### config.mk
export PLATFORM = sky130hd
export DESIGN_NAME = regex_scan_top
export DESIGN_NICKNAME = d
export VERILOG_FILES = /design/src/verilog/regex_pkg.sv /design/src/verilog/shift_and_matcher.sv /design/src/verilog/stream_tracker.sv /design/src/verilog/regex_category.sv /design/src/verilog/regex_scan_top.sv
export SDC_FILE = /design/constraint.sdc
export NUM_CORES = 1
export LEC_CHECK = 0
export BUFFER_PORTS_ARGS = -buffer_cell sky130_fd_sc_hd__buf_2
export CELL_PAD_IN_SITES_DETAIL_PLACEMENT = 1
export CELL_PAD_IN_SITES_GLOBAL_PLACEMENT = 2
export CORE_MARGIN = 2
export CORE_UTILIZATION = 56
export CTS_BUF_LIST = sky130_fd_sc_hd__clkbuf_4 sky130_fd_sc_hd__clkbuf_8
export DETAILED_ROUTE_END_ITERATION = 10
export GPL_TIMING_DRIVEN = 1
export HOLD_SLACK_MARGIN = 0.08
export PLACE_DENSITY_LB_ADDON = 0.1
export SETUP_SLACK_MARGIN = 0.02
export SLEW_MARGIN = 15
export SYNTH_ARGS = -nofsm -noshare
export SYNTH_HDL_FRONTEND = slang
export SYNTH_HIERARCHICAL = 1
export SYNTH_SLANG_ARGS = --single-unit
### constraint.sdc
create_clock -name clk -period 6.95 [get_ports clk]
set_input_delay 0.3475 -clock clk [delete_from_list [all_inputs] [get_ports clk]]
set_output_delay 0.3475 -clock clk [all_outputs]
set_load 0.02 [all_outputs]
### src/verilog/regex_pkg.sv
`default_nettype none

package regex_pkg;

   // Stream identifier width and stream count
   localparam int STREAM_W = 6;
   localparam int NUM_STREAMS = 64;

   // Shift-and state width, also the longest pattern accepted
   localparam int STATE_W = 11;

   // Packet match counter width
   localparam int COUNT_W = 16;

   // Category blocks in the top level
   localparam int NUM_CAT = 2;

   // One input byte
   typedef logic [7:0] char_t;

   // Stream identifier as carried with sop
   typedef logic [STREAM_W-1:0] stream_id_t;

   // Bit i set means the last i+1 bytes match the pattern prefix
   typedef logic [STATE_W-1:0] match_state_t;

   // Count of packets holding at least one match
   typedef logic [COUNT_W-1:0] match_count_t;

   // One bit per category
   typedef logic [NUM_CAT-1:0] cat_mask_t;

endpackage

`default_nettype wire

### src/verilog/shift_and_matcher.sv
`default_nettype none

module shift_and_matcher #(
   // Pattern bytes, first byte in the low byte
   parameter logic [8*regex_pkg::STATE_W-1:0] PATTERN = '0,
   // Active pattern length, 1 to STATE_W
   parameter int PAT_LEN = 1
) (
   input  logic                    clk,
   input  logic                    rst_n,
   // Overwrite of the state at start of packet
   input  logic                    state_load,
   input  regex_pkg::match_state_t state_in,
   // Byte stream
   input  logic                    char_vld,
   input  regex_pkg::char_t        char_in,
   // Current state and registered match pulse
   output regex_pkg::match_state_t state_out,
   output logic                    accept_out
);

   // Positions where the pattern byte equals the incoming byte
   regex_pkg::match_state_t char_mask;

   // Positions inside the active pattern length
   regex_pkg::match_state_t len_mask;

   // State after the current byte
   regex_pkg::match_state_t state_next;

   // Per-position byte compare
   always_comb
   begin
      for (int i = 0; i < regex_pkg::STATE_W; i++)
      begin
         char_mask[i] = (PATTERN[8*i +: 8] == char_in);
         // Upper positions stay clear for short patterns
         len_mask[i] = (i < PAT_LEN);
      end
   end

   // Shift-and step
   always_comb
   begin
      // Every byte may start a new match, so bit 0 is fed a one
      state_next = (state_out << 1) | regex_pkg::match_state_t'(1);
      // Keep only prefixes still matching
      state_next = state_next & char_mask & len_mask;
   end

   // State register and accept pulse
   always_ff @(posedge clk)
   begin
      if (!rst_n)
      begin
         state_out  <= '0;
         accept_out <= 1'b0;
      end
      else
      begin
         // Accept is a one-cycle pulse per matching byte
         accept_out <= 1'b0;
         if (state_load)
         begin
            // Restored or cleared state for the new packet
            state_out <= state_in;
         end
         else if (char_vld)
         begin
            state_out <= state_next;
            // Full pattern seen when the top active bit is set
            accept_out <= state_next[PAT_LEN-1];
         end
      end
   end

endmodule

`default_nettype wire

### src/verilog/stream_tracker.sv
`default_nettype none

module stream_tracker (
   input  logic                  clk,
   input  logic                  rst_n,
   // Start of packet with its stream
   input  logic                  sop,
   input  regex_pkg::stream_id_t stream_id,
   // Enable table write port
   input  logic                  cfg_we,
   input  regex_pkg::stream_id_t cfg_stream,
   input  regex_pkg::cat_mask_t  cfg_enable,
   // Context of the open packet
   output logic                  load_state,
   output logic                  new_stream,
   output regex_pkg::stream_id_t cur_stream,
   output regex_pkg::cat_mask_t  cur_enable
);

   // One bit per stream, set once the stream has had a packet
   logic [regex_pkg::NUM_STREAMS-1:0] seen;

   // Per-stream category enables
   regex_pkg::cat_mask_t en_tbl [regex_pkg::NUM_STREAMS];

   // Enable table
   always_ff @(posedge clk)
   begin
      if (!rst_n)
      begin
         // All categories off for every stream
         for (int i = 0; i < regex_pkg::NUM_STREAMS; i++)
         begin
            en_tbl[i] <= '0;
         end
      end
      else if (cfg_we)
      begin
         en_tbl[cfg_stream] <= cfg_enable;
      end
   end

   // Seen bits and packet context
   always_ff @(posedge clk)
   begin
      if (!rst_n)
      begin
         seen       <= '0;
         load_state <= 1'b0;
         new_stream <= 1'b0;
         cur_stream <= '0;
         cur_enable <= '0;
      end
      else
      begin
         // Single-cycle load pulse
         load_state <= sop;
         if (sop)
         begin
            // Context holds until the next sop
            cur_stream <= stream_id;
            cur_enable <= en_tbl[stream_id];
            // First packet of this stream since reset
            new_stream <= ~seen[stream_id];
            seen[stream_id] <= 1'b1;
         end
      end
   end

endmodule

`default_nettype wire

### src/verilog/regex_category.sv
`default_nettype none

module regex_category #(
   // Pattern bytes, first byte in the low byte
   parameter logic [8*regex_pkg::STATE_W-1:0] PATTERN = '0,
   // Active pattern length
   parameter int PAT_LEN = 1
) (
   input  logic                    clk,
   input  logic                    rst_n,
   // Start of packet context from the tracker
   input  logic                    load_state,
   input  logic                    new_stream,
   input  regex_pkg::stream_id_t   cur_stream,
   // This category's enable bit for the current stream
   input  logic                    enable,
   // Byte stream
   input  logic                    char_vld,
   input  regex_pkg::char_t        char_in,
   // End of packet strobe
   input  logic                    eop,
   // Packets with a match, in enabled streams
   output regex_pkg::match_count_t count,
   // Match seen in the current packet
   output logic                    fired
);

   // Saved matcher state, one entry per stream
   regex_pkg::match_state_t state_mem [regex_pkg::NUM_STREAMS];

   // Load path into the matcher
   logic                    state_load;
   regex_pkg::match_state_t state_in;

   // Matcher results
   regex_pkg::match_state_t state_out;
   logic                    accept_out;

   // Load strobe to the matcher, one cycle after load_state
   always_ff @(posedge clk)
   begin
      if (!rst_n)
      begin
         state_load <= 1'b0;
      end
      else
      begin
         state_load <= load_state;
      end
   end

   // State restore and save
   always_ff @(posedge clk)
   begin
      if (load_state)
      begin
         if (new_stream)
         begin
            // Unknown stream starts from zero
            state_in <= '0;
            // Clear its slot so a later restore is defined
            state_mem[cur_stream] <= '0;
         end
         else
         begin
            // Resume the partial match of this stream
            state_in <= state_mem[cur_stream];
         end
      end
      // Save state only in enabled streams
      if (eop && enable)
      begin
         state_mem[cur_stream] <= state_out;
      end
   end

   // Speculative match flag and packet counter
   always_ff @(posedge clk)
   begin
      if (!rst_n)
      begin
         count <= '0;
         fired <= 1'b0;
      end
      else
      begin
         // New packet, no match yet
         if (load_state)
         begin
            fired <= 1'b0;
         end
         // Any match in the packet sets the flag
         if (accept_out)
         begin
            fired <= 1'b1;
         end
         // Commit at end of packet
         if (eop)
         begin
            if (enable)
            begin
               // At most one count per packet
               count <= count + regex_pkg::match_count_t'(fired);
            end
            else
            begin
               // Disabled stream, drop the result
               fired <= 1'b0;
            end
         end
      end
   end

   shift_and_matcher #(
      .PATTERN (PATTERN),
      .PAT_LEN (PAT_LEN)
   ) u_matcher (
      .clk        (clk),
      .rst_n      (rst_n),
      .state_load (state_load),
      .state_in   (state_in),
      .char_vld   (char_vld),
      .char_in    (char_in),
      .state_out  (state_out),
      .accept_out (accept_out)
   );

endmodule

`default_nettype wire

### src/verilog/regex_scan_top.sv
`default_nettype none

module regex_scan_top #(
   // Category A pattern, "abc" low byte first
   parameter logic [8*regex_pkg::STATE_W-1:0] PATTERN_A = 88'h636261,
   parameter int PAT_LEN_A = 3,
   // Category B pattern, "needle" low byte first
   parameter logic [8*regex_pkg::STATE_W-1:0] PATTERN_B = 88'h656c6465656e,
   parameter int PAT_LEN_B = 6
) (
   input  logic                    clk,
   input  logic                    rst_n,
   // Packet framing and bytes
   input  logic                    sop,
   input  regex_pkg::stream_id_t   stream_id,
   input  logic                    char_vld,
   input  regex_pkg::char_t        char_in,
   input  logic                    eop,
   // Enable configuration
   input  logic                    cfg_we,
   input  regex_pkg::stream_id_t   cfg_stream,
   input  regex_pkg::cat_mask_t    cfg_enable,
   // Results
   output regex_pkg::match_count_t count_a,
   output regex_pkg::match_count_t count_b,
   output regex_pkg::cat_mask_t    fired
);

   // Packet context shared by both categories
   logic                  load_state;
   logic                  new_stream;
   regex_pkg::stream_id_t cur_stream;
   regex_pkg::cat_mask_t  cur_enable;

   stream_tracker u_tracker (
      .clk        (clk),
      .rst_n      (rst_n),
      .sop        (sop),
      .stream_id  (stream_id),
      .cfg_we     (cfg_we),
      .cfg_stream (cfg_stream),
      .cfg_enable (cfg_enable),
      .load_state (load_state),
      .new_stream (new_stream),
      .cur_stream (cur_stream),
      .cur_enable (cur_enable)
   );

   // Category A takes enable bit 0
   regex_category #(
      .PATTERN (PATTERN_A),
      .PAT_LEN (PAT_LEN_A)
   ) u_cat_a (
      .clk        (clk),
      .rst_n      (rst_n),
      .load_state (load_state),
      .new_stream (new_stream),
      .cur_stream (cur_stream),
      .enable     (cur_enable[0]),
      .char_vld   (char_vld),
      .char_in    (char_in),
      .eop        (eop),
      .count      (count_a),
      .fired      (fired[0])
   );

   // Category B takes enable bit 1
   regex_category #(
      .PATTERN (PATTERN_B),
      .PAT_LEN (PAT_LEN_B)
   ) u_cat_b (
      .clk        (clk),
      .rst_n      (rst_n),
      .load_state (load_state),
      .new_stream (new_stream),
      .cur_stream (cur_stream),
      .enable     (cur_enable[1]),
      .char_vld   (char_vld),
      .char_in    (char_in),
      .eop        (eop),
      .count      (count_b),
      .fired      (fired[1])
   );

endmodule

`default_nettype wire

==> flow_metrics.env <==
export IMPL_status="completed"
export IMPL_post_dp_hpwl_um=45100
export IMPL_antenna_found_initial=1
export IMPL_avgSynthCellArea_um2=14.1
export IMPL_io_pins=62
export IMPL_drt_iter0_markers=1329
export IMPL_drtAntennaViolNets=0
export IMPL_slowest_delay_ps=1060
export IMPL_fin_hold_ws_ps=152
export IMPL_drive_above_1_share=0.196
export IMPL_syn_to_final_growth_pct=8.69
export IMPL_relSlewSlack=0.191
export IMPL_cts_buffer_depth=3
export IMPL_crit_chain="buf_4 > mux4_2 > mux2i_1 > o22ai_1 > nor4_1 > nor2_1"
export IMPL_mappedNetlistArea_mm2=0.0304
export IMPL_finClkSkew_ps=49.3
export IMPL_numCtsBuffers=111
export IMPL_post_cts_resized=0
export IMPL_overflow=0
export IMPL_drc=0
export IMPL_cp_end_kind="flop"
export IMPL_die_w_um=237
export IMPL_start_util=0.566
export IMPL_ir_worst_vdd_mv=0.197
export IMPL_drt_pass1_iterations=5
export IMPL_diodes=0
export IMPL_worstMarginPinSlew_ps=1210
export IMPL_rr_worst_depth=6
export IMPL_p_per_area_mw_per_mm2=258
export IMPL_vias=18000
export IMPL_hold_viol=0
export IMPL_cts_num_sinks=702
export IMPL_cts_tree="yes"
export IMPL_gr_usage_all_layers=0.270
export IMPL_holdPathStages=3
export IMPL_row_count=85
export IMPL_finalInstanceArea_mm2=0.0330
export IMPL_crit_required_ps=7420
export IMPL_cts_clk_slew_worst_paths_ps=60
export IMPL_cp_start_kind="flop"
export IMPL_die_area_mm2=0.0561
export IMPL_die_h_um=237
export IMPL_min_period_ps=3330
export IMPL_setup_viol=0
export IMPL_grt_pass1_vias=19300
export IMPL_crit_path_top_delay_cell="dfxtp_4"
export IMPL_hold_path_class="input port to flop"
export IMPL_setup_tns_final_ps=0
export IMPL_rsz0062_at_grt="false"
export IMPL_yosys_warnings=6
export IMPL_timing_final_crit_share=0.479
export IMPL_n_fill_cell=5021
export IMPL_via_per_inst=6.20
export IMPL_criticalPathCategory="flop to flop"
export IMPL_gp_congestion=0.807
export IMPL_io_buffer_count=61
export IMPL_final_max_slew_viol_count=0
export IMPL_grt_pass1_wl_um=115000
export IMPL_wire_per_inst_um=25.7
export IMPL_nNetsFinal=2165
export IMPL_max_freq_ghz=0.300
export IMPL_drt_total_wl_um=74900
export IMPL_path_max_fanout=77
export IMPL_grt_max_degree=102
export IMPL_syn_nets=2182
export IMPL_power_leakage_nw=12.2
export IMPL_core_mm2=0.0537
export IMPL_synth_cells=2150
export IMPL_worstPathArrival_ps=3800
export IMPL_post_dp_cell_area_mm2=0.0306
export IMPL_maxCapViolations=0
export IMPL_post_cts_setup_buffers=0
export IMPL_root_buffer="clkbuf_8"
export IMPL_p_total_w=0.00851
export IMPL_clock_latency_ps=740
export IMPL_htree_levels=3
export IMPL_hold_buffers=18
## routing by layer
metal  global-route usage  vias up  routed length (um)
met5                    0        -                   0
met4               0.0823        0                1470
met3               0.0498      114                4760
met2                0.443      579               36700
met1                0.372     9380               31900
li1                     -     7974                   -
## per-stage QoR
step | setup slack, ps | cells | util
floorplan | 4940 | 2150 | -
global placement | 3720 | 2698 | 0.571
detailed placement | 3620 | 2698 | 0.571
CTS | 3630 | 2910 | 0.615
global route | 3480 | 2910 | 0.615
finish | 3620 | 2910 | 0.615
## cells in the final DEF (no fill, tap or decap), drive strengths merged, types with 47 or more instances in the layout
cell type	count
edfxtp	583
nor2	199
nand2	193
clkbuf	151
and3	142
mux4	133
dfxtp	119
buf	88
mux2i	81
a21oi	48
nor2b	47
## layout make-up
type | instances | area (um^2) | share of cell area
well taps | 696 | 871 | 0.0264
multi-input cells | 1194 | 9300 | 0.282
clock inverters | 43 | 308 | 0.00932
clock buffers | 151 | 1870 | 0.0567
repair buffers | 106 | 703 | 0.0213
inverters | 18 | 67.6 | 0.00205
flip-flops and latches | 702 | 19900 | 0.603
## registers in the layout, summed over array words and instances (netlist names), 2 cells and up
register                     flops
u_cat_a/count                   16
u_cat_b/u_matcher/state_out      5
u_tracker/seen                  64
u_cat_b/count                   16
u_tracker/cur_stream             6
u_tracker/en_tbl               128
u_cat_a/state_mem              128
u_cat_a/state_in                 2
u_cat_b/state_mem              320
u_tracker/cur_enable             2
u_cat_a/u_matcher/state_out      2
u_cat_b/state_in                 5
## critical path, delay by kind of cell, from the launching register on
family	cells	cell delay, ps
AO/OA/AOI/OAI	1	170
buffers and inverters	1	680
flip-flops	1	1060
multiplexers	2	680
AND/OR/NAND/NOR	2	420
## worst paths after layout
| check | slack, ps | end | start |
|---|---|---|---|
| worst min-delay path | 150 | u_tracker/cur_enable[0] | stream_id[5] |
| worst min register to register | 460 | u_tracker/seen[35] | u_tracker/seen[35] |
| worst max register to register | 3620 | u_cat_b/state_in[0] | u_tracker/cur_stream[1] |
| worst max-delay path | 3620 | u_cat_b/state_in[0] | u_tracker/cur_stream[1] |
## power breakdown
| part | switching [W] | leakage, nW | internal (W) |
|---|---|---|---|
| registers | 0.0000516 | 6.84 | 0.00457 |
| logic | 0.000258 | 4.18 | 0.000155 |
| clock network | 0.00162 | 1.15 | 0.00186 |
No activity file was read; power rests on OpenSTA's default activity.
